--- config.mk ---
export PLATFORM = sky130hd
export DESIGN_NAME = matrix_engine
export DESIGN_NICKNAME = d
export VERILOG_FILES = /design/src/logic/madam_math_pkg.sv /design/src/logic/matrix_engine.sv
export SDC_FILE = /design/constraint.sdc
export NUM_CORES = 2
export LEC_CHECK = 0
export ABC_AREA = 1
export ABC_CLOCK_PERIOD_IN_PS = 8600
export BUFFER_PORTS_ARGS = -buffer_cell sky130_fd_sc_hd__buf_2
export CAP_MARGIN = 15
export CORE_MARGIN = 3
export CORE_UTILIZATION = 50
export DETAILED_ROUTE_END_ITERATION = 16
export PLACE_DENSITY_LB_ADDON = 0.25
export SLEW_MARGIN = 20
export SYNTH_ARGS = -nofsm -noshare
export SYNTH_HDL_FRONTEND = slang
export SYNTH_SLANG_ARGS = --single-unit
--- constraint.sdc ---
create_clock -name clk_25m -period 8.6 [get_ports clk_25m]
set_input_delay 0.43 -clock clk_25m [delete_from_list [all_inputs] [get_ports clk_25m]]
set_output_delay 0.43 -clock clk_25m [all_outputs]
set_load 0.01 [all_outputs]
--- src/logic/madam_math_pkg.sv ---
// MADAM matrix and video types
package madam_math_pkg;

	typedef logic signed [31:0] fix16_t; // 16.16 fixed point.
	typedef logic signed [63:0] acc_t;   // full width sum of products.
	typedef logic [11:0] hcount_t;       // pixel clock counter.

	// matrix engine inputs, m index is row * 4 + column.
	typedef struct packed {
		fix16_t [15:0] m;
		fix16_t [3:0]  v;
	} mat_operands_t;

	// one bank of matrix results.
	typedef struct packed {
		fix16_t [3:0] r;
	} mat_result_t;

	typedef enum logic [1:0] {
		CMD_NOP  = 2'd0, // latch results only.
		CMD_MUL4 = 2'd1, // 4x4 matrix times 4-vector.
		CMD_MUL3 = 2'd2  // 3x3 matrix times 3-vector.
	} mat_cmd_e;

	// flag bits as sent on pcsc, vz arrives first and lands in the lsb.
	typedef struct packed {
		logic last_line;   // vcnt at last line.
		logic pal;         // pal when set, ntsc otherwise.
		logic virs;        // virs test pattern.
		logic forced_clut; // forced clut.
		logic field;       // field 0 or 1.
		logic v_odd;       // odd line.
		logic vz;          // vcnt is zero.
	} video_flags_t;

endpackage

--- src/logic/matrix_engine.sv ---
// matrix multiply engine
`timescale 1ns/1ps

module matrix_engine (
	input  logic                          clk_25m,
	input  logic                          reset_n,
	input  madam_math_pkg::mat_operands_t operands,
	input  madam_math_pkg::mat_cmd_e      cmd,
	input  logic                          start,
	output madam_math_pkg::mat_result_t   rez,
	output logic                          busy
);
	import madam_math_pkg::*;

	typedef enum logic [1:0] {
		IDLE,
		MAC,
		STORE
	} state_e;

	state_e      state_q;
	logic [1:0]  row_q;
	logic [1:0]  col_q;
	logic [1:0]  last_q;     // highest row and column index of the command.
	mat_result_t temp_q;     // results of the command in progress.
	acc_t        acc_q;      // running sum of the current row.
	acc_t        prod;
	fix16_t      mat_a;
	fix16_t      mat_b;
	fix16_t      row_result;

	assign busy = (state_q != IDLE);

	// one shared multiplier, operands picked by the counters.
	assign mat_a = operands.m[{row_q, col_q}];
	assign mat_b = operands.v[col_q];
	assign prod  = mat_a * mat_b; // sign extended to 64 bits before the multiply.

	// drop the 16 fraction bits, floor toward minus infinity.
	assign row_result = fix16_t'(acc_q >>> 16);

	always_ff @(posedge clk_25m) begin
		if (!reset_n) begin
			state_q <= IDLE;
			row_q   <= 2'd0;
			col_q   <= 2'd0;
			last_q  <= 2'd0;
			temp_q  <= '0;
			rez     <= '0;
		end else begin
			case (state_q)
				IDLE: begin
					if (start) begin
						rez   <= temp_q; // previous command becomes visible.
						row_q <= 2'd0;
						col_q <= 2'd0;
						if (cmd == CMD_MUL4) begin
							last_q  <= 2'd3;
							state_q <= MAC;
						end else if (cmd == CMD_MUL3) begin
							last_q  <= 2'd2;
							state_q <= MAC;
						end
					end
				end
				MAC: begin
					// acc holds the finished row before when a new row begins.
					if (col_q == 2'd0 && row_q != 2'd0) begin
						temp_q.r[row_q - 2'd1] <= row_result;
					end
					if (col_q == last_q) begin
						col_q <= 2'd0;
						if (row_q == last_q) begin
							state_q <= STORE;
						end else begin
							row_q <= row_q + 2'd1;
						end
					end else begin
						col_q <= col_q + 2'd1;
					end
				end
				STORE: begin
					temp_q.r[last_q] <= row_result; // last row, rez3 untouched for 3x3.
					state_q <= IDLE;
				end
				default: begin
					state_q <= IDLE;
				end
			endcase
		end
	end

	// accumulator restarts on the first product of every row.
	always_ff @(posedge clk_25m) begin
		if (state_q == MAC) begin
			if (col_q == 2'd0) begin
				acc_q <= prod;
			end else begin
				acc_q <= acc_q + prod;
			end
		end
	end

	a_no_start_busy: assert property (@(posedge clk_25m) disable iff (!reset_n)
		start |-> !busy);

	a_col_in_range: assert property (@(posedge clk_25m) disable iff (!reset_n)
		(state_q == MAC) |-> (col_q <= last_q));

endmodule

======== Word level (Yosys, flattened, before mapping) ========
Index checks and enable logic that the tools add are counted.
storage, ports and cells
  bits in registers ....................... 328
  output and inout bits ................... 129
  bits of input ports ..................... 645
cells by class
  reduce and logical (&&, ||, !) cells .... 16
  multipliers ............................. 1
  multiplexer cells ....................... 27
  eq/ne operators ......................... 12
  order comparisons ....................... 6
  add/subtract/negate cells ............... 4
operators by type and width
  cell                                                  count
  bitwise mux 128 bit                                   2
  one-hot mux 128 bit (2 select lines)                  1
  binary-select mux 32 bit (select 4 bit)               1
  demux 32 bit (select 2 bit)                           2
  two-way mux 128 bit                                   1
  two-way mux 32 bit                                    4
  adder 64 bit                                          1
  binary-select mux 32 bit (select 2 bit)               1
  multiplier 32 x 32 -> 64 bit                          1
  two-way mux 64 bit                                    1
  two-way mux 2 bit                                     11
  one-hot mux 2 bit (2 select lines)                    3
  inequality test 2 bit (second input constant)         5
  nonzero test 2 bit                                    5
  < comparator 2 x 3 -> 1 bit (second input constant)   3
  AND reduction 4 bit                                   2
  AND reduction 2 bit                                   3
  < comparator 4 x 5 -> 1 bit (second input constant)   1
  adder 2 x 1 -> 2 bit (second input constant)          2
  equality test 2 x 1 -> 1 bit (second input constant)  2
  equality test 2 bit                                   2
  equality test 2 bit (second input constant)           2
  >= comparator 2 x 1 -> 1 bit (second input constant)  2
  logical NOT 2 bit                                     2
  4 further kinds                                       6

======== Longest topological paths before layout ========
  word-level depth ........................ 8
  mapped depth ............................ 56
  depth with buffers taken out ............ 51

======== Least setup slack after synthesis ========
OpenSTA, ideal clock, no wires.
  path type ............................... flip-flop to flip-flop
  start point ............................. reg row_q[0]
  end point ............................... reg acc_q[47], data pin
  stages on the path, launching flop included .. 51
  arrival time ............................ 9.191 ns
  data required time ...................... 8.348 ns
  setup slack ............................. -0.843 ns
  library setup time ...................... 0.252 ns
  path through ............................ dfxtp_1 > buf_2 > buf_2 > buf_2 > buf_2 > clkbuf_1 > o221ai_1 > nand3_1 > nand2_1 > inv_1 > buf_2 > nor2_1 > fa_1 > inv_1 > fa_1 > inv_1 > fa_1 > inv_1 > (+15 left out) > inv_1 > a21oi_1 > xnor2_1 > ha_1 > nand2_1 > nor2_1 > inv_1 > nor2_1 > nand2_1 > or2_2 > nand4_1 > nand3_1 > nand2_1 > inv_1 > nor2_1 > inv_1 > nand2_1 > nand2_1
on the way
  longest elaborated chain between the ends .. 5
ends and longest elaborated chain
  item                                          RTL line             source
  from (decl)                                   matrix_engine.sv:22  logic [1:0] row_q;
  from (signal assigned)                        matrix_engine.sv:76  row_q <= row_q + 2'd1;
  binary-select mux 32 bit (select 4 bit) (*)   matrix_engine.sv:35  assign mat_a = operands.m[{row_q, col_q}];
  two-way mux 32 bit (not written as such) (*)  matrix_engine.sv:35
  multiplier 32 x 32 -> 64 bit (*)              matrix_engine.sv:37  assign prod = mat_a * mat_b;
  adder 64 bit                                  matrix_engine.sv:99  acc_q <= acc_q + prod;
  two-way mux 64 bit (*)                        matrix_engine.sv:96  if (col_q == 2'd0) begin
  to (signal assigned)                          matrix_engine.sv:97  acc_q <= prod;
  to (signal assigned)                          matrix_engine.sv:99
  to (decl)                                     matrix_engine.sv:26  acc_t acc_q;
Every way passes the cells marked *; elsewhere a longest branch is shown, timed or not. The select of a mux whose other input is x is not followed.
A chain may end at the register's enable or synchronous reset.

======== Final worst setup path ========
  start point ............................. reg col_q[1]
  end point ............................... reg acc_q[47], data pin
on the way
  longest elaborated chain between the ends .. 5
  elaborated cells on any way between the ends .. 8
  classes of those cells .................. 1 x add/sub; 1 x mul; 5 x mux; 1 x reduce/logical
ends and longest elaborated chain
  item                                                                                                       RTL line                                  source
  from (decl)                                                                                                matrix_engine.sv:23                       logic [1:0] col_q;
  from (signal assigned)                                                                                     matrix_engine.sv:79                       col_q <= col_q + 2'd1;
  binary-select mux 32 bit (select 4 bit) / binary-select mux 32 bit (select 2 bit) (equally long branches)  matrix_engine.sv:35, matrix_engine.sv:36
  two-way mux 32 bit, on equally long branches                                                               matrix_engine.sv:35, matrix_engine.sv:36
  multiplier 32 x 32 -> 64 bit                                                                               matrix_engine.sv:37
  adder 64 bit                                                                                               matrix_engine.sv:99
  two-way mux 64 bit (*)                                                                                     matrix_engine.sv:96
Marked as above.

==> run metrics <==
Initial DRT Pass Iterations=8; core area=95580 µm²; Final Skew=0.05068 ns; failing checks=setup timing; Root Buffer=clkbuf_16; CP peak stage delay=0.57 ns; Post-Syn Area=between 40000 and 50000 µm²; CTS Buf Count=31; met2 Resource Use GR=64.67%; Critical Path RT=9.00 ns; die width=about 320 µm; CP endpoint kind=flip-flop; vias per std cell=5.597; Max Cap Violations=0; Most Used Layer, Global Route=met2; final worst path period need=10.04 ns; Die H=317.4 µm; synthesized flop and latch total=about 310; Initial Util=50.72%; post-route ant nets=0; setup_tns=-33.33 ns; crit start category=flip-flop; RePlAce Congestion=1.031; fillers=8114; # H-tree levels=1; Core Util, Final=67.33%; Clock Latency Late Sink=0.62 ns; detailed-placement wirelength estimate=~180000 µm; Tightest Hold Check Type=in2reg; cell row count=around 110; Post-synth EDFFs=48; commonest non-fill, non-tap cell in the layout=inv_1; Tightest Pin Transition=0.9665 ns; Syn Inst Count=around 6.4k; CP max FO=12; dominant synthesized flop cell=dfxtp_1; via count=between 50k and 60k; Yosys cell types=56; most frequent cells in the layout=inv_1, nand2_1, nor2_1; largest net degree at the start of global routing=around 240; drt wl/cell=around 24 µm; Fin. Hold Viols=0; outcome=finished, violations left; unrepaired setup endpoints after global routing=yes; initial antenna violation count=34; Area Overhead vs Synth=32.76%; setup ws final=-1.437 ns; Final period util=116.7%; WL final=about 220000 µm; share of layout cells above drive strength 1=between 20% and 30%; routing usage on met1=around half; Bufs on Longest Clock Path=3; syn nets=8087; Slowest-stage cell, CP=fa_1; All-Layer GR Usage=42.32%; slew margin rel.=between 30% and 40%; post-synthesis sequential area ratio=13.88%; FFs w/ async S/R, synth=0%; Initial DRC Count=5178; critical path class=reg2reg; GR Util met3=10.97%; IO Port Bufs=between 700 and 800; CTS tree=yes; CTS clk-pin slew, worst paths=0.12 ns; Ys Warns=0; GRT overflow=0; I/O pin count=774; FMAX=99.64 MHz; dpl ws=-2.217 ns; first-pass GRT wire length=314400 µm; vias in the first global route=between 50k and 60k; DRC=0; final-report max-slew violation count=0; Nets=~9.5k; Synth Area per Inst=7.601 µm²; CP Data Arrival Time=between 10 and 15 ns; clk sinks=312; setup violators final=37; final hold slack=0.3741 ns; DIE AREA=around 100000 µm²
==> flip-flops by register name (all words and copies together), names as in the netlist <==
signal and cells:
last_q 2, state_q 2, temp_q 128, col_q 2
row_q 2, acc_q 48, rez 128
==> timing repair <==
| item | 4_1_cts | 5_1_grt |
|---|---|---|
| hold buffers | 0 | 0 |
| setup buffers | 46 | 20 |
| cloned | 8 | 5 |
| pin swaps | 66 | 52 |
| gates resized for setup | 285 | 168 |
| setup endpoints to repair | 37 | 37 |
==> per-stage QoR <==
step / cells / area, µm²
2_1_floorplan: 6377 / 49300
3_3_place_gp: 8941 / 60700
3_5_place_dp: 8941 / 60700
4_1_cts: 9050 / 63410
5_1_grt: 9083 / 64340
6_report: 9090 / 64350
==> logic make-up after synthesis <==
logic type / count (synthesis) / share of synthesized area, %
DFF: 312 / 13.88
buffers and inverters: 1610 / 13.05
xor gates and xnor gates: 80 / 1.476
AOI/OAI and AO/OA: 1202 / 13.91
muxes: 1 / 0.02323
and+or+nand+nor: 2107 / 17.16
adders and majority gates: 1065 / 40.50
==> layer usage <==
layer	up-vias	routed length, µm
met1	24710	77670
met5	-	102
met3	810	23460
li1	22480	-
met2	2866	93420
met4	16	21010
==> critical path, delay by kind of cell, from the launching register on <==
| kind | cells | cell delay (ns) |
|---|---|---|
| XOR/XNOR | 1 | 0.19 |
| AO/OA/AOI/OAI | 12 | 2.17 |
| AND/OR/NAND/NOR | 10 | 1.06 |
| buffers and inverters | 14 | 1.57 |
| adder cells (fa/ha/maj) | 10 | 4.16 |
| flip-flops | 1 | 0.56 |
==> area by class of cell <==
type,instances,area (µm²),share of cell area [%]
clock buffer,45,868.3,1.349
timing repair inverter,2,41.29,0.06416
inverter,1262,4835,7.513
timing repair buffer,1723,12690,19.72
tap,1265,1583,2.459
clock inverter,10,86.33,0.1342
sequential,312,6739,10.47
multi-input combinational,4455,37470,58.23
antenna,16,40.04,0.06222
==> Yosys cell counts (all sizes together), types with 4 or more instances <==
master	number	area (µm²)
or2	44	275.3
nor2	902	3386
xnor2	32	280.3
o211ai	52	390.4
nand3	164	820.8
a32oi	23	306.5
xor2	48	435.4
nand2	952	3576
dfxtp	264	5285
o21bai	4	30.03
buf	141	809.5
o21ai	551	2758
inv	1255	4713
edfxtp	48	1441
ha	225	2815
o21a	13	97.59
a21oi	423	2121
nor4	7	43.79
clkinv	7	26.28
a211oi	5	37.54
o22ai	22	137.6
clkbuf	207	777.0
a21o	5	37.54
a31oi	29	181.4
nor3	19	95.09
a21boi	4	30.03
and2	4	25.02
nand4	9	56.30
o31ai	5	37.54
o221ai	59	516.8
fa	840	16820
==> worst paths after layout <==
check / startpoint / endpoint / slack (ns) / depth (start not counted)
hold reg to reg: temp_q[120] / rez[120] / 0.45 / 2
setup / recovery: col_q[1] / acc_q[47] / -1.44 / 47
setup reg to reg: col_q[1] / acc_q[47] / -1.44 / 47
hold / removal: reset_n / temp_q[10] / 0.37 / 3
Power is left out: the tool's default activity adds up to more than one toggle a clock period on the data nets, which glitch-free logic cannot reach.
