File: src/logic/madam_math_pkg.sv
// MADAM matrix and video types
package madam_math_pkg;

	typedef logic signed [31:0] fix16_t; // 16.16 fixed point.
	typedef logic signed [63:0] acc_t;   // full width sum of products.
	typedef logic [11:0] hcount_t;       // pixel clock counter.

	// matrix engine inputs, m index is row * 4 + column.
	typedef struct packed {
		fix16_t [15:0] m;
		fix16_t [3:0]  v;
	} mat_operands_t;

	// one bank of matrix results.
	typedef struct packed {
		fix16_t [3:0] r;
	} mat_result_t;

	typedef enum logic [1:0] {
		CMD_NOP  = 2'd0, // latch results only.
		CMD_MUL4 = 2'd1, // 4x4 matrix times 4-vector.
		CMD_MUL3 = 2'd2  // 3x3 matrix times 3-vector.
	} mat_cmd_e;

	// flag bits as sent on pcsc, vz arrives first and lands in the lsb.
	typedef struct packed {
		logic last_line;   // vcnt at last line.
		logic pal;         // pal when set, ntsc otherwise.
		logic virs;        // virs test pattern.
		logic forced_clut; // forced clut.
		logic field;       // field 0 or 1.
		logic v_odd;       // odd line.
		logic vz;          // vcnt is zero.
	} video_flags_t;

endpackage

File: src/logic/madam_bus_pkg.sv
// MADAM register bus definitions
package madam_bus_pkg;

	typedef logic [15:0] reg_addr_t; // byte offset inside the MADAM window.
	typedef logic [31:0] word_t;     // cpu data word.

	// master side of an APB transfer.
	typedef struct packed {
		logic      psel;
		logic      penable;
		logic      pwrite;
		reg_addr_t paddr;
		word_t     pwdata;
	} apb_req_t;

	// slave side of an APB transfer.
	typedef struct packed {
		word_t prdata;
		logic  pready;
	} apb_rsp_t;

	// register offsets.
	localparam reg_addr_t ADDR_MSYSBITS = 16'h0004; // memory configuration, read only.
	localparam reg_addr_t ADDR_MCTL     = 16'h0008; // dma channel enables.
	localparam reg_addr_t ADDR_VFLAGS   = 16'h0010; // video flags from pcsc.
	localparam reg_addr_t ADDR_HCOUNT   = 16'h0014; // pixel clocks since the last sync.
	localparam reg_addr_t ADDR_M_BASE   = 16'h0600; // m00 to m33, row by row.
	localparam reg_addr_t ADDR_V_BASE   = 16'h0640; // v0 to v3.
	localparam reg_addr_t ADDR_REZ_BASE = 16'h0660; // rez0 to rez3.
	localparam reg_addr_t ADDR_MCMD     = 16'h07FC; // matrix engine command.

	// fixed read values.
	localparam word_t MSYSBITS_VALUE = 32'h0000_0029; // 2MB dram, 1MB vram.
	localparam word_t UNMAPPED_VALUE = 32'hBADA_CCE5;

endpackage
File: src/logic/madam_regs.sv
// MADAM APB register block
`timescale 1ns/1ps

module madam_regs (
	input  logic                          clk_25m,
	input  logic                          reset_n,
	input  madam_bus_pkg::apb_req_t       apb_req,
	output madam_bus_pkg::apb_rsp_t       apb_rsp,
	input  madam_math_pkg::video_flags_t  flags,
	input  madam_math_pkg::hcount_t       hcount,
	input  madam_math_pkg::mat_result_t   rez,
	input  logic                          busy,
	output madam_math_pkg::mat_operands_t operands,
	output madam_math_pkg::mat_cmd_e      cmd,
	output logic                          start
);
	import madam_bus_pkg::*;
	import madam_math_pkg::*;

	word_t mctl;    // dma enables, stored but not acted on.
	word_t rd_data;
	logic  access;  // second and later cycles of a transfer.
	logic  aligned;
	logic  is_msys, is_mctl, is_vflags, is_hcount, is_mcmd;
	logic  is_mat, is_vec, is_rez;
	logic  stall;
	logic  wr_en;

	// address decode, the matrix windows need word aligned offsets.
	assign aligned   = (apb_req.paddr[1:0] == 2'b00);
	assign is_msys   = (apb_req.paddr == ADDR_MSYSBITS);
	assign is_mctl   = (apb_req.paddr == ADDR_MCTL);
	assign is_vflags = (apb_req.paddr == ADDR_VFLAGS);
	assign is_hcount = (apb_req.paddr == ADDR_HCOUNT);
	assign is_mcmd   = (apb_req.paddr == ADDR_MCMD);
	assign is_mat    = aligned && (apb_req.paddr[15:6] == ADDR_M_BASE[15:6]);
	assign is_vec    = aligned && (apb_req.paddr[15:4] == ADDR_V_BASE[15:4]);
	assign is_rez    = aligned && (apb_req.paddr[15:4] == ADDR_REZ_BASE[15:4]);

	assign access = apb_req.psel && apb_req.penable;

	// engine owns the operands and the command while it runs.
	assign stall = access && apb_req.pwrite && busy && (is_mcmd || is_mat || is_vec);
	assign wr_en = access && apb_req.pwrite && !stall;

	always_ff @(posedge clk_25m) begin
		if (!reset_n) begin
			mctl     <= '0;
			operands <= '0;
			cmd      <= CMD_NOP;
			start    <= 1'b0;
		end else begin
			start <= wr_en && is_mcmd; // single cycle, engine is idle here.
			if (wr_en) begin
				if (is_mctl) begin
					mctl <= apb_req.pwdata;
				end
				if (is_mat) begin
					operands.m[apb_req.paddr[5:2]] <= apb_req.pwdata;
				end
				if (is_vec) begin
					operands.v[apb_req.paddr[3:2]] <= apb_req.pwdata;
				end
				if (is_mcmd) begin
					case (apb_req.pwdata)
						32'd1:   cmd <= CMD_MUL4;
						32'd2:   cmd <= CMD_MUL3;
						default: cmd <= CMD_NOP; // unknown codes only latch results.
					endcase
				end
			end
		end
	end

	// read mux.
	always_comb begin
		rd_data = UNMAPPED_VALUE;
		if (is_msys) begin
			rd_data = MSYSBITS_VALUE;
		end else if (is_mctl) begin
			rd_data = mctl;
		end else if (is_vflags) begin
			rd_data = {24'd0, flags, 1'b0}; // bit 0 has no flag.
		end else if (is_hcount) begin
			rd_data = word_t'(hcount);
		end else if (is_mat) begin
			rd_data = operands.m[apb_req.paddr[5:2]];
		end else if (is_vec) begin
			rd_data = operands.v[apb_req.paddr[3:2]];
		end else if (is_rez) begin
			rd_data = rez.r[apb_req.paddr[3:2]];
		end
	end

	assign apb_rsp = '{prdata: rd_data, pready: !stall};

	a_idle_ready: assert property (@(posedge clk_25m) disable iff (!reset_n)
		!apb_req.psel |-> apb_rsp.pready);

endmodule

File: config.mk
export PLATFORM = sky130hd
export DESIGN_NAME = madam_regs
export DESIGN_NICKNAME = d
export VERILOG_FILES = /design/src/logic/madam_math_pkg.sv /design/src/logic/madam_bus_pkg.sv /design/src/logic/madam_regs.sv
export SDC_FILE = /design/constraint.sdc
export NUM_CORES = 2
export LEC_CHECK = 0
export BUFFER_PORTS_ARGS = -buffer_cell sky130_fd_sc_hd__buf_2
export CORE_AREA = 2 2 342 344
export DETAILED_ROUTE_END_ITERATION = 10
export DIE_AREA = 0 0 344 346
export PLACE_DENSITY = 0.56
export SLEW_MARGIN = 30
export SYNTH_ARGS = -nofsm -noshare
export SYNTH_HDL_FRONTEND = slang
export SYNTH_SLANG_ARGS = --single-unit
File: constraint.sdc
create_clock -name clk_25m -period 5.5 [get_ports clk_25m]
set_clock_uncertainty 0.2 [all_clocks]
set_input_delay 0.825 -clock clk_25m [delete_from_list [all_inputs] [get_ports clk_25m]]
set_output_delay 0.825 -clock clk_25m [all_outputs]
set_load 0.02 [all_outputs]
* After elaboration in Yosys (flattened, before gate mapping)
Cells that the tools add are included.
** Word-level totals
- Latch bits :: 0
- Output and inout port bits :: 676
- Word-level logic and storage cells :: 76
- Bits in writable memories :: 0
- Memories kept :: 0
- Register bits :: 675
- Input bits :: 201
- Bits in read-only memories :: 0
** Operators by class
- Multipliers :: 0
- Reduce and logical (&&, ||, !) cells :: 19
- Div/mod/pow operators :: 0
- Shift-type cells :: 0
- $add $sub $neg :: 0
- Multiplexer cells :: 20
- Bitwise gates (word level) :: 0
- Equality and inequality tests :: 10
- Order comparisons :: 4
** Operators by type and width (count)
- $bwmux 512 :: 1
- $mux 32 :: 12
- $bmux 32 s2 :: 2
- $bmux 32 s4 :: 1
- $bwmux 128 :: 1
- $demux 32 s4 :: 1
- $demux 32 s2 :: 1
- $eq 16x5->1 const B :: 2
- $eq 32x1->1 const B :: 1
- $eq 32x2->1 const B :: 1
- $eq 12x7->1 const B :: 2
- $eq 16x11->1 const B :: 1
- $eq 16x3->1 const B :: 1
- $eq 16x4->1 const B :: 1
- $logic_and 1x1->1 :: 11
- $eq 10x5->1 const B :: 1
- $reduce_and 2->1 :: 4
- $lt 4x5->1 const B :: 1
- $ge 4x1->1 const B :: 1
- $pmux 2 s2 :: 1
- $lt 2x3->1 const B :: 1
- $ge 2x1->1 const B :: 1
- $logic_not 2->1 :: 1
- $logic_or 1x1->1 :: 2
- $logic_not 1->1 :: 1

* Longest topological paths before layout
- Depth after elaboration :: 9
- Gate-level depth with buffers :: 9
- Depth with buffers taken out :: 5

* Least setup slack after synthesis
No wires, ideal clock.
- Path type :: input to output
- Start point :: in apb_req[35] in the netlist's numbering
- End point :: out apb_rsp[8] in the netlist's numbering
- Setup slack :: 1477 ps
- Stages on the path :: 7
- Required time :: 4475 ps
- Arrival time :: 2998 ps
- Buffers on the path :: 3
- Cell sequence :: buf_4 -> or2_2 -> clkbuf_1 -> or3_1 -> clkbuf_1 -> o22ai_1 -> a2111oi_0
** RTL lines
- start, declared :: RTL line madam_regs.sv:7 : input madam_bus_pkg::apb_req_t apb_req,
- end, declared :: RTL line madam_regs.sv:8 : output madam_bus_pkg::apb_rsp_t apb_rsp,

==> results by group <==
Global routing
  – Vias in the first global route: 29242
  – Initial antenna violation count: 16
  – Largest net degree at the start of global routing: roughly 180
  – First-pass GRT wire length: between 200 and 250 mm
  – GRT Util Overall: approximately 28%
  – Total grt overflow: 0

STA
  – Final hold viol count: 0
  – RSZ-0062 raised after global routing: no
  – Relative slew slack: a little under two fifths
  – Final slew viol count: 0
  – Tmin final: 4.75 ns
  – Fmax: 0.210 GHz
  – Setup TNS: 0 ns
  – Worst Tran Pin Value: 0.939 ns
  – Final period utilization: between 80 and 90%
  – Setup Viol. Count Final: 0

Yosys
  – Ys async rst share: 0%
  – Library cells used by synthesis: 52
  – Synth Area in XOR/XNOR: 0%
  – Number of synthesized flops with an enable pin: 0
  – Post-Syn Instances: 3572
  – Synthesized Nets: between 3000 and 4000
  – Post-synth top flop: dfxtp_1
  – Yosys reg bits: 675
  – Synth area leaders: dfxtp_1, nand2_1, mux4_2
  – Biggest area consumer among synthesized cells: dfxtp_1
  – Post-synthesis mux area share: ~16%
  – Seq/Total Area, Yosys: 42.1%
  – Area fraction in compound gates after synthesis: 17.7%
  – Synth Area in Simple Gates: between 15 and 20%
  – Cell Area, Synth: approximately 32000 sq um
  – Synth Area per Inst: 8.98 sq um
  – Synth Area in Adders: 0%
  – Synth Warn #: 0
  – Top cell type's share of synthesized area: 42.1%
  – Largest family of logic cells by synthesized area: simple AND/OR/NAND/NOR gates

Drt
  – Final WL: 171 mm
  – 1st-iter DRT viols: roughly 3500
  – Via density: approximately 5.4
  – Via Count: 31658
  – Routed Antenna Nets: 0
  – Routed WL per cell: approximately 29 um
  – Pre-antenna DRT Iters: 5
  – DRC violations left: 0

Job
  – Max Cap Viol: 0

Cells and area
  – Area of the multi-input gates: between 15000 and 20000 sq um
  – Layout cells sized above 1: 31.2%
  – Finished layout cell area: 40800 sq um
  – Fin nets: 4472
  – Storage cell area: 13500 sq um
  – Fillers: 11914
  – Layout area overhead: 27.1%

Floorplanning
  – Die height: 346 um
  – Die Area: approximately 120000 sq um
  – Num rows: around 130
  – IO Pins: approximately 880
  – Starting Density: 27.8%
  – Core area: ~120000 sq um
  – Die Wd: 344 um

Setup path
  – CP Max Fanout: 28
  – CP Class: in2out
  – Reg2Reg Depth: 2
  – Critical path required time: 4.47 ns
  – CP Capture Type: primary output
  – Worst setup SP type: primary input
  – Critical path arrival: 3.73 ns

Clocking
  – H-tree levels: 3
  – Post-CTS Resized: 0
  – Maximum clock path buffer count: 3
  – Clk_lat worst skew: 0.65 ns
  – Clock Tree Root: clkbuf_16
  – Post-CTS Hold Fix Bufs: 0
  – Inserted Clock Buffers: 82
  – CTS tree: done
  – Clk pin slew, worst setup/hold paths: about 0.060 ns
  – Setup Buffers After CTS: 0
  – # clock sinks: 675

Placement
  – PortBufs: approximately 880
  – Placed cell areas: 37900 sq um
  – DP HPWL: 123 mm
  – Routability Congestion: 0.962

Run status
  – Status: finished clean

Worst hold path
  – Hold path depth: 2
  – Hold WC Path Type: reg2reg

Power and ir drop
  – LEAKAGE: about 16 nW
  – Total power: between 10 and 15 mW
  – VDD IR max: between 200 and 250 uV
  – Pwr Density: 280 nW/um^2
## path summary, 6_finish.rpt
kind | start | end | slack, ns
worst max-delay path | apb_req[37] | apb_rsp[12] | 0.75
worst min-delay path | mctl[1] | mctl[1] | 0.25
worst max register to register | operands[607] | operands[607] | 4.46
worst min register to register | mctl[1] | mctl[1] | 0.25
## cell usage after synthesis (11+ instances only)
cell type	count
o22ai_1	19
nand2_1	1380
nand4_1	21
nor2_1	42
a21boi_0	153
mux4_2	206
buf_2	76
o31ai_1	15
nor4_2	11
dfxtp_1	675
mux2i_1	38
a21boi_1	521
buf_4	21
clkbuf_1	249
nor4_4	12
## power breakdown
part           switching, mW  internal, mW  leakage, nW  total, mW
clock network           2.34          3.54         1.39       5.88
registers         0.00000567          4.89         5.43       4.89
logic                  0.413         0.245         9.24      0.658
## per-layer routing
metal	GRT usage [%]	wire length (um)
met4	9.68	6850
met1	36.9	69900
met2	41.8	74700
met5	0	21
met3	8.33	19300
## kinds of logic (layout without fill, tap and decap cells)
family,Yosys count,count (layout)
mux,246,246
simple gates,1534,1534
flops,675,675
buf+inv,354,1117
compound gates,763,763
other cells,0,8
## flip-flops by register name, indices dropped and copies added, names as in the netlist
register and cells:
cmd 2, mctl 32, operands 640, start 1
## stage by stage
step	utilization (%)	std cells	worst slack [ns]	hold WS [ns]
finish	35.3	5867	0.745	0.252
global route	35.3	5860	0.693	0.282
CTS	35.3	5859	0.810	0.254
detailed placement	32.8	5711	0.819	0.246
global placement	32.8	5711	0.792	0.239
floorplan	-	3572	1.48	0.231
## cells in the final DEF (no fill, tap or decap), types with 21 or more instances in the layout
cell and n:
nand2_1 1380, buf_2 871, dfxtp_1 675, a21boi_1 521, mux4_2 206, a21boi_0 153, clkbuf_16 83, buf_4 80
nor2_1 41, mux2i_1 38, nor4_4 22, nand4_1 21
## final cells by class
type                    instances  share of cell area (%)
diodes                          8                  0.0491
repair buffers                968                    13.0
clock inverters                33                    1.15
well taps                    1524                    4.68
clock buffers                 115                    5.86
inverters                       1                 0.00921
multi-input cells            2543                    42.2
flip-flops and latches        675                    33.1
## critical path, stage by stage
cell and delay, ns:
buf_4 0.51, buf_4 0.51, mux4_2 0.55, mux4_2 0.52, nor2_1 0.38, o41ai_1 0.16
buf_2 0.18
No activity file was read; power rests on OpenSTA's default activity.
