<file path="src/logic/madam_math_pkg.sv">
// MADAM matrix and video types
package madam_math_pkg;

	typedef logic signed [31:0] fix16_t; // 16.16 fixed point.
	typedef logic signed [63:0] acc_t;   // full width sum of products.
	typedef logic [11:0] hcount_t;       // pixel clock counter.

	// matrix engine inputs, m index is row * 4 + column.
	typedef struct packed {
		fix16_t [15:0] m;
		fix16_t [3:0]  v;
	} mat_operands_t;

	// one bank of matrix results.
	typedef struct packed {
		fix16_t [3:0] r;
	} mat_result_t;

	typedef enum logic [1:0] {
		CMD_NOP  = 2'd0, // latch results only.
		CMD_MUL4 = 2'd1, // 4x4 matrix times 4-vector.
		CMD_MUL3 = 2'd2  // 3x3 matrix times 3-vector.
	} mat_cmd_e;

	// flag bits as sent on pcsc, vz arrives first and lands in the lsb.
	typedef struct packed {
		logic last_line;   // vcnt at last line.
		logic pal;         // pal when set, ntsc otherwise.
		logic virs;        // virs test pattern.
		logic forced_clut; // forced clut.
		logic field;       // field 0 or 1.
		logic v_odd;       // odd line.
		logic vz;          // vcnt is zero.
	} video_flags_t;

endpackage

</file>
<file path="src/logic/pcsc_capture.sv">
// pcsc video flag capture
`timescale 1ns/1ps

module pcsc_capture #(
	parameter int HCOUNT_WIDTH = 12
) (
	input  logic                         clk_25m,
	input  logic                         reset_n,
	input  logic                         pcsc,
	output madam_math_pkg::video_flags_t flags,
	output logic [HCOUNT_WIDTH-1:0]      hcount
);
	import madam_math_pkg::*;

	logic         pcsc_dly; // pcsc one edge back.
	logic [2:0]   bit_idx;  // 0 idle, 1 to 7 selects the next flag bit.
	logic         publish;  // last bit went in on the previous edge.
	logic         sync;
	video_flags_t shift_q;  // flags in flight.

	// rising edge of pcsc, ignored while a capture runs.
	assign sync = pcsc && !pcsc_dly && (bit_idx == 3'd0);

	always_ff @(posedge clk_25m) begin
		if (!reset_n) begin
			pcsc_dly <= 1'b0;
			bit_idx  <= 3'd0;
			publish  <= 1'b0;
			hcount   <= '0;
			flags    <= '0;
		end else begin
			pcsc_dly <= pcsc;
			publish  <= (bit_idx == 3'd7);
			if (sync) begin
				hcount  <= '0;   // line starts here.
				bit_idx <= 3'd1;
			end else begin
				hcount <= hcount + HCOUNT_WIDTH'(1); // free running, wraps.
			end
			if (bit_idx != 3'd0) begin
				bit_idx <= bit_idx + 3'd1; // 7 wraps back to idle.
			end
			if (publish) begin
				flags <= shift_q; // all seven bits complete.
			end
		end
	end

	// shift in from the top so bit 1 of pcsc ends up in vz.
	always_ff @(posedge clk_25m) begin
		if (bit_idx != 3'd0) begin
			shift_q <= {pcsc, shift_q[6:1]};
		end
	end

	// an accepted sync restarts the line count.
	a_sync_clears_hcount: assert property (@(posedge clk_25m) disable iff (!reset_n)
		sync |=> (hcount == '0));

endmodule

</file>
<file path="config.mk">
export PLATFORM = sky130hd
export DESIGN_NAME = pcsc_capture
export DESIGN_NICKNAME = d
export VERILOG_FILES = /design/src/logic/madam_math_pkg.sv /design/src/logic/pcsc_capture.sv
export SDC_FILE = /design/constraint.sdc
export NUM_CORES = 1
export LEC_CHECK = 0
export ABC_AREA = 1
export BUFFER_PORTS_ARGS = -buffer_cell sky130_fd_sc_hd__buf_2
export CELL_PAD_IN_SITES_DETAIL_PLACEMENT = 0
export CELL_PAD_IN_SITES_GLOBAL_PLACEMENT = 1
export CORE_MARGIN = 2
export CORE_UTILIZATION = 35
export CTS_CLUSTER_DIAMETER = 60
export DETAILED_ROUTE_END_ITERATION = 6
export PLACE_DENSITY_LB_ADDON = 0.1
export RECOVER_POWER = 25
export SKIP_CTS_REPAIR_TIMING = 1
export SKIP_LAST_GASP = 1
export SYNTH_ARGS = -nofsm -noshare
export SYNTH_HDL_FRONTEND = slang
export SYNTH_SLANG_ARGS = --single-unit
</file>
<file path="constraint.sdc">
create_clock -name clk_25m -period 3.7 [get_ports clk_25m]
set_clock_uncertainty 0.05 [all_clocks]
set_input_delay 0.185 -clock clk_25m [delete_from_list [all_inputs] [get_ports clk_25m]]
set_output_delay 0.185 -clock clk_25m [all_outputs]
set_load 0.01 [all_outputs]
</file>
# ---- Yosys cells after proc, flatten, opt, wreduce, memory -nomap -nowiden
# Cells that the tools add are included.
dict set report classes {
  add_sub_neg 2
  mul 0
  n_div 0
  order_cmp 0
  n_eq_ne 1
  shifts 0
  mux 2
  bitwise 1
  reduce_logical 7
}
# cell count
set op_table {}
lappend op_table {{adder 12 x 1 -> 12 bit, second input constant} 1}
lappend op_table {{two-way mux 3 bit} 2}
lappend op_table {{adder 3 x 1 -> 3 bit, second input constant} 1}
lappend op_table {{== test 3 bit, second input constant} 1}
lappend op_table {{logical NOT 3 bit} 1}
lappend op_table {{nonzero test 3 bit} 1}
lappend op_table {{logical AND 1 bit} 2}
lappend op_table {{nonzero test 2 bit} 1}
lappend op_table {{OR reduction 2 bit} 1}
lappend op_table {{logical NOT 1 bit} 1}
lappend op_table {{NOT 1 bit} 1}
dict set report word_totals {
  regBits 31
  latchBits 0
  ramBits 0
  mem_bits_ro 0
  output_inout_bits 19
  memories 0
}

# ---- Logic depth before layout (Yosys ltp)
# Gate-level depths: netlist (run 1).
dict set report logic_depth {
  word_depth 5
  depth_mapped 7
}

# ---- Least setup slack after synthesis (run 1)
# No wires, ideal clock.
dict set report synth_path {
  path_type {reg2reg}
  from {register bit_idx[0]}
  to {register hcount[11]}
  setup_ns 0.110
  t_arrival_ns 1.103
  path_slack_ns 2.438
  path_stages_with_launch 8
  n_path_buf 0
  cell_sequence {dfxtp_1 -> inv_1 -> ha_1 -> nand2_2 -> o21ai_4 -> inv_1 -> nand2_1 -> nor2_1}
}
dict set report synth_between {
  elab_chain_cells 3
}
# element line_no
set synth_rtl {}
lappend synth_rtl {{start, declared} pcsc_capture.sv:16} ;# logic [2:0] bit_idx;
lappend synth_rtl {{start signal, assigned} pcsc_capture.sv:41} ;# bit_idx <= bit_idx + 3'd1;
lappend synth_rtl {{logical NOT 3 bit} pcsc_capture.sv:22} ;# assign sync = pcsc && !pcsc_dly && (bit_idx == 3'd0);
lappend synth_rtl {{logical AND 1 bit} pcsc_capture.sv:22}
lappend synth_rtl {{OR reduction 2 bit (no source line)} --}
lappend synth_rtl {{end signal, assigned} pcsc_capture.sv:38} ;# hcount <= hcount + HCOUNT_WIDTH'(1);
lappend synth_rtl {{end, declared} pcsc_capture.sv:11} ;# output logic [HCOUNT_WIDTH-1:0] hcount
# Every way passes these cells.
# A chain may end at the register's enable or synchronous reset.

# ---- Worst setup path after layout (run 1)
dict set report layout_path {
  from {register bit_idx[0]}
  to {register hcount[4]}
}
# The elaborated chain is that of the path after synthesis.

==> results of run 1 <==
==> final timing paths <==
check,start,endpoint,slack [ns],cells past startpoint
worst min register to register,shift_q[3],shift_q[2],0.42,0
worst max register to register,bit_idx[0],hcount[4],2.29,7
worst max-delay path,bit_idx[0],hcount[4],2.29,7
worst min-delay path,reset_n,bit_idx[1],0.14,3
==> power breakdown <==
| group | leakage [nW] | switching (mW) | total (mW) | internal (mW) |
|---|---|---|---|---|
| clock | 0.0426 | 0.118 | 0.257 | 0.139 |
| combinational | 0.368 | 0.0519 | 0.0764 | 0.0246 |
| sequential | 0.262 | 0.0243 | 0.425 | 0.401 |
| total | 0.672 | 0.195 | 0.759 | 0.564 |
==> registers in the layout (all words and copies together) (netlist names) <==
signal and cells:
hcount 12, flags 7, shift_q 7, bit_idx 3, pcsc_dly 1, publish 1
==> cell usage in the layout (no fill, tap or decap), drive strengths merged <==
cell         instances
nand2               27
nor2                26
dfxtp               24
inv                 22
buf                 20
o21ai               11
a21oi                7
edfxtp               7
nand3                7
clkbuf               6
ha                   4
nand4                3
xnor2                3
clkinv               2
nand3b               1
bufinv               1
dlygate4sd3          1
==> through the flow <==
step | power (mW) | area, um^2 | hold slack (ns)
after CTS | 0.7746 | 1483 | -0.005837
final | 0.7590 | 1491 | 0.1360
after detailed placement | 0.5113 | 1406 | 0.3540
after global routing | 0.8085 | 1491 | 0.1364
after floorplan | 0.4852 | 1249 | 0.2285
after global placement | 0.5079 | 1406 | 0.3497
==> routing by layer <==
metal  global-route usage, %  up-vias
met1                   17.19      434
met5                       0        -
met3                   5.282        5
met4                   7.337        0
met2                   18.95       23
li1                        -      510
==> final cells by class <==
cell class / count / area [um^2]
Sequential cell: 31 / 690.7
Inverter: 22 / 82.58
Fill cell: 366 / 1898
Timing Repair Buffer: 22 / 113.9
Clock buffer: 5 / 37.54
Tap cell: 46 / 57.56
Clock inverter: 3 / 38.79
Multi-Input combinational cell: 89 / 470.5
==> cells by family after synthesis <==
family | share of synthesized area, %
and+or+nand+nor | 23.45
DFF | 55.31
adders and majority gates | 4.008
AOI/OAI and AO/OA | 8.116
buffers and inverters | 7.014
xor gates and xnor gates | 2.105
==> critical path, stage by stage, from the launching register on <==
cell and delay (ns):
dfxtp_1 0.34, inv_1 0.06, ha_1 0.15, nand2_2 0.16, o21ai_4 0.31, inv_1 0.13
nand2_1 0.09, inv_1 0.04
==> reports/qor.csv, run 1 <==
stage,metric,value,unit
drt,DR WL/cell,10.52,um
cells_and_area,nets@finish,178,
cells_and_area,ANT cells,0,
drt,Vias/cell,4.459,
floorplan,Initial Util,36.84,%
floorplan,die height,63.73,um
floorplan,IO Pins,22,
synthesis,top post-synthesis cells by area,"dfxtp_1, edfxtp_1, nand2_1, nor2_1, inv_1",
drt,remaining antenna violation count,0,
synthesis,most frequent cells after synthesis,"nand2_1, dfxtp_1, nor2_1",
timing,final critical-path required period,1.410,ns
power_and_ir_drop,PwrDens,508.9,nW/um^2
flow_run,Max-Cap Viols,0,
worst_setup_path,worst-path maximum fanout,10,
timing,"Setup violations, final",0,
power_and_ir_drop,Max VDD drop,0.2678,mV
synthesis,synthesized net count,150,
timing,setup TNS,0,ns
floorplan,Core ar.,3390,um^2
power_and_ir_drop,Leak,0.6724,nW
clocking,CTS root buf,clkbuf_4,
placement,DP Cell Count,209,
clocking,TritonCTS clock tree,done,
cells_and_area,Layout area overhead,19.44,%
placement,hpwl dp,1660,um
synthesis,post-synth cell types,17,
clocking,clock slew at reported path FFs,0.10,ns
global_route,initial antenna violation count,0,
synthesis,Synth top area share,38.48,%
placement,I/O Buffers,21,
cells_and_area,Layout Cells excl Fill,218,
synthesis,predominant post-synthesis flop cell,dfxtp_1,
synthesis,Post-synth ARST share,0,%
worst_setup_path,CP startpoint kind,flop,
timing,maximum clock frequency,709.4,MHz
timing,Rel. slew slack,82.39,%
synthesis,"Cell Area, Synth",1249,um^2
cells_and_area,fin util,44.00,%
synthesis,sequential area share after synthesis,55.31,%
clocking,# clock sinks,31,
synthesis,most frequent cell after synthesis,nand2_1,
run_status,outcome,"complete, no violations",
synthesis,number of synthesized flops with an enable pin,7,
timing,final hold violation count,0,
synthesis,largest area contributor in the netlist,dfxtp_1,
timing,Slew Limit Fails,0,
floorplan,row count,21,
hold_path,worst min-delay path class,in -> reg,
timing,final worst setup slack,2.290,ns
global_route,total gr overflow,0,
worst_setup_path,Crit path arrival time,1.60,ns
cells_and_area,layout cells sized above 1,19.77,%
synthesis,Mapped Cells,143,
worst_setup_path,CP Capture Type,flop,
synthesis,Ys Warns,0,
synthesis,#FFs+latches synth,31,
clocking,Clock Latency Late Sink,0.33,ns
global_route,largest net degree at the start of global routing,14,
clocking,Num CTS Buffers,5,
worst_setup_path,CP Class,reg -> reg,
drt,total iterations of the first detailed-routing run,4,
synthesis,Mean Syn Cell Area,8.732,um^2
drt,Post-Route WL,2294,um
clocking,H-tree depth,2,
drt,Residual DRC,0,
placement,pre-CTS setup slack,2.269,ns
worst_setup_path,"Data required, critical path",3.89,ns
floorplan,Die ar.,4062,um^2
global_route,global-route wire length before repair,4077,um
timing,RSZ-0062 raised after global routing,no,
placement,GPL Wtd Cong,0.7562,
drt,metal3 WL,118,um
drt,met2 routed WL,988,um
drt,DRT met1 WL,1131,um
global_route,vias in the first global route,925,
drt,Top Metal Used,met4,
floorplan,Die W,63.73,um
drt,vias,972,
timing,Worst Tran Pin Value,0.2632,ns
timing,fin crit share,38.10,%
global_route,Total GRT Usage,13.33,%
clocking,clock tree buffer depth,2,
drt,Iter 0 DRT Violations,52,
Power figures use the tool's default switching activity.
==> inputs of run 2 (changes only) <==
Settings changed: ABC_AREA 1 to 0.
Clock period 3.7 ns to 1.35 ns, I/O delays scaled along.
==> run 2 against run 1 <==
Sequential share of layout area decreased by 0.46 points. Non-clock buffer count increased by 13. Setup slack got worse by 2.2 ns. Flip-flop and latch count unchanged. Register-to-register slack got worse by 2.2 ns. Largest cell class unchanged. Clock-buffer cell count is 2 higher. Critical endpoint is now hcount[11]. Clock power increased by 120%. Critical path depth shrank 4. Total power grew to 2.6 times the previous value. Hold slack better by 0.27 ns. Core utilization up 2.8 points. Critical path type unchanged. First-iteration DRC count decreased by 27%.
==> reports/qor.csv, run 2 <==
stage,metric,value,unit,change
timing,final hold violation count,0,,unchanged
worst_setup_path,cell depth of the worst setup path,3,,-4
synthesis,"Cell Area, Synth",1176,um^2,-5.8%
cells_and_area,register bank with the most flops,hcount,,
worst_setup_path,critical path's largest stage delay,0.52,ns,+0.18 ns
drt,DR WL/cell,11.60,um,+10%
floorplan,Die ar.,3840,um^2,-5.4%
synthesis,most frequent cells after synthesis,"dfxtp_1, nor2_1, a21oi_1",,
cells_and_area,post-route cell area,1536,um^2,+3.0%
hold_path,Hold Startpoint,shift_q[6],,
global_route,Total GRT Usage,13.52,%,+0.19 points
synthesis,Mapped Cells,105,,-27%
floorplan,IO Pins,22,,unchanged
worst_setup_path,CP startpoint kind,flop,,
placement,hpwl dp,1549,um,-6.7%
worst_setup_path,worst setup path start,hcount[4],,
placement,GPL Wtd Cong,0.7681,,+1.6%
clocking,TritonCTS clock tree,done,,
power_and_ir_drop,Max VDD drop,0.6717,mV,+150%
global_route,initial antenna violation count,0,,unchanged
power_and_ir_drop,Leak,0.6137,nW,-8.7%
floorplan,row count,21,,unchanged
worst_setup_path,Crit path arrival time,1.50,ns,-0.10 ns
clocking,# clock sinks,31,,unchanged
cells_and_area,ANT cells,0,,unchanged
synthesis,largest area contributor in the netlist,dfxtp_1,,
floorplan,die height,61.97,um,-2.8%
worst_setup_path,worst path cell trace,nand4_4 -> or4_1 -> a21oi_1,,
clocking,Clock Latency Late Sink,0.32,ns,about the same
floorplan,Initial Util,35.81,%,-1.0 points
synthesis,simple-gate area share of the yosys netlist,18.62,%,-4.8 points
synthesis,Post-Synth Adder-Cell Area,4.255,%,+0.25 points
global_route,largest net degree at the start of global routing,12,,-2
placement,Post-Place Cell Area,1414,um^2,+0.53%
worst_setup_path,CP Capture Type,flop,,
synthesis,post-synthesis xor/xnor area fraction,2.234,%,+0.13 points
worst_setup_path,worst-path maximum fanout,9,,-1
worst_setup_path,"Data required, critical path",1.56,ns,-2.33 ns
timing,maximum clock frequency,775.1,MHz,+9.3%
synthesis,Synth top area share,40.85,%,+2.4 points
timing,final critical-path required period,1.290,ns,-0.1195 ns
floorplan,Die W,61.97,um,-2.8%
drt,total iterations of the first detailed-routing run,2,,-2
drt,Residual DRC,0,,unchanged
timing,fin crit share,95.57,%,+57 points
synthesis,predominant post-synthesis flop cell,dfxtp_1,,
flow_run,Max-Cap Viols,0,,unchanged
drt,Post-Route WL,2228,um,-2.9%
synthesis,post-synthesis compound-gate area fraction,8.298,%,+0.18 points
floorplan,Core ar.,3284,um^2,-3.1%
clocking,Num CTS Buffers,5,,unchanged
clocking,H-tree depth,2,,unchanged
clocking,clock tree buffer depth,2,,unchanged
power_and_ir_drop,PwrDens,1295,nW/um^2,+150%
cells_and_area,fin util,46.78,%,+2.8 points
synthesis,most frequent cell after synthesis,dfxtp_1,,
worst_setup_path,"CP delay by family, top",simple AND/OR/NAND/NOR gates,,
timing,Slew Limit Fails,0,,unchanged
clocking,CTS root buf,clkbuf_4,,
worst_setup_path,FF-to-FF End,hcount[11],,
timing,Worst Tran Pin Value,0.4139,ns,+0.1507 ns
synthesis,number of synthesized flops with an enable pin,7,,unchanged
synthesis,Post-synth ARST share,0,%,unchanged
timing,RSZ-0062 raised after global routing,yes,,
synthesis,#FFs+latches synth,31,,unchanged
worst_setup_path,RR Startpoint,hcount[4],,
cells_and_area,"most common cell after layout, fill and taps aside",dfxtp_1,,
timing,Rel. slew slack,72.37,%,-10 points
clocking,clock slew at reported path FFs,0.10,ns,about the same
cells_and_area,max reg flops,12,,unchanged
cells_and_area,Layout area overhead,30.64,%,
run_status,outcome,"complete, no violations",,
synthesis,mux cell area share after synthesis,5.957,%,+6.0 points
drt,remaining antenna violation count,0,,unchanged
drt,Iter 0 DRT Violations,38,,-27%
worst_setup_path,Worst Path Buf+Inv,0,,-3
hold_path,worst min-delay path class,reg -> reg,,
synthesis,largest family of logic cells by synthesized area,simple AND/OR/NAND/NOR gates,,
hold_path,Hold EP,shift_q[5],,
worst_setup_path,worst reg-to-reg path cell count,3,,-4
global_route,total gr overflow,0,,unchanged
synthesis,post-synth cell types,28,,+11
synthesis,sequential area share after synthesis,58.72,%,+3.4 points
worst_setup_path,"slowest stage cell, crit path",or4_1,,
worst_setup_path,r2r setup slk,0.06,ns,-2.23 ns
synthesis,top post-synthesis cells by area,"dfxtp_1, edfxtp_1, mux2i_1, ha_1, nor2_1",,
global_route,vias in the first global route,792,,-14%
global_route,global-route wire length before repair,3553,um,-13%
synthesis,Ys Warns,0,,unchanged
synthesis,synthesized net count,112,,-25%
cells_and_area,nets@finish,152,,-15%
synthesis,Mean Syn Cell Area,11.20,um^2,+28%
worst_setup_path,CP Class,reg -> reg,,
cells_and_area,biggest regs,"hcount (12), flags (7), shift_q (7)",,
cells_and_area,most frequent cells in the layout,"dfxtp_1, buf_2, buf_4",,
drt,vias,889,,-8.5%
drt,Vias/cell,4.630,,+3.8%
hold_path,hold path depth,0,,-3
placement,I/O Buffers,21,,unchanged
timing,"Setup violations, final",0,,unchanged
cells_and_area,layout cells sized above 1,32.19,%,+12 points
## run 2: changes by cell type in the layout (fill, tap and decap cells not counted), sizes merged, moves of 3 or more
cell    change
nand2      -23
inv        -19
nor2       -15
clkbuf      +8
mux2i       +7
o21ai       -7
buf         +6
o31ai       +4
or3         +4
or4         +4
nand3       -3
## run 2: cells by family after synthesis
logic type | Yosys count
muxes | 7
buffers and inverters | 6
DFF | 31
adders and majority gates | 4
xor gates and xnor gates | 3
and+or+nand+nor | 37
AOI/OAI and AO/OA | 17
## run 2: how the worst max path moves through the flow
stage | endpoint | slack (ns)
floorplan | hcount[11] | 0.009
global placement | hcount[11] | 0.04
detailed placement | hcount[8] | 0.02
CTS | hcount[8] | -0.01
global route | hcount[11] | -0.007
finish | hcount[11] | 0.06
## run 2: per-layer routing
layer | vias up | part of all wire (%) | GRT usage (%)
li1 | 456 | - | -
met1 | 411 | 51 | 18.04
met2 | 18 | 44 | 17.56
met3 | 4 | 3.9 | 5.590
met4 | 0 | 1.4 | 9.119
met5 | - | 0 | 0
## run 2: through the flow
stage / setup WS [ns] / TNS (ns) / cells / hold slack (ns) / total power, mW
2_1_floorplan: 0.008838 / 0 / 105 / 0.1164 / 1.306
3_3_place_gp: 0.03755 / 0 / 180 / 0.2389 / 1.433
3_5_place_dp: 0.01740 / 0 / 180 / 0.2458 / 1.445
4_1_cts: -0.01471 / -0.02088 / 188 / -0.1028 / 2.004
5_1_grt: -0.006711 / -0.006711 / 192 / 0.4182 / 2.124
6_report: 0.05983 / 0 / 192 / 0.4050 / 1.990
## run 2: area by class of cell
class / instances / area (um^2)
fill: 320 / 1748
sequential: 31 / 704.4
multi-input combinational: 68 / 494.2
timing repair buffer: 35 / 206.4
tap: 46 / 57.56
clock buffer: 7 / 55.05
inverter: 4 / 15.01
clock inverter: 1 / 3.754
## run 2: power by group
part	switching, mW	internal, mW	leakage (nW)
clock network	0.306	0.250	0.0329
registers	0.0671	1.10	0.267
logic	0.143	0.122	0.314
total	0.516	1.47	0.614
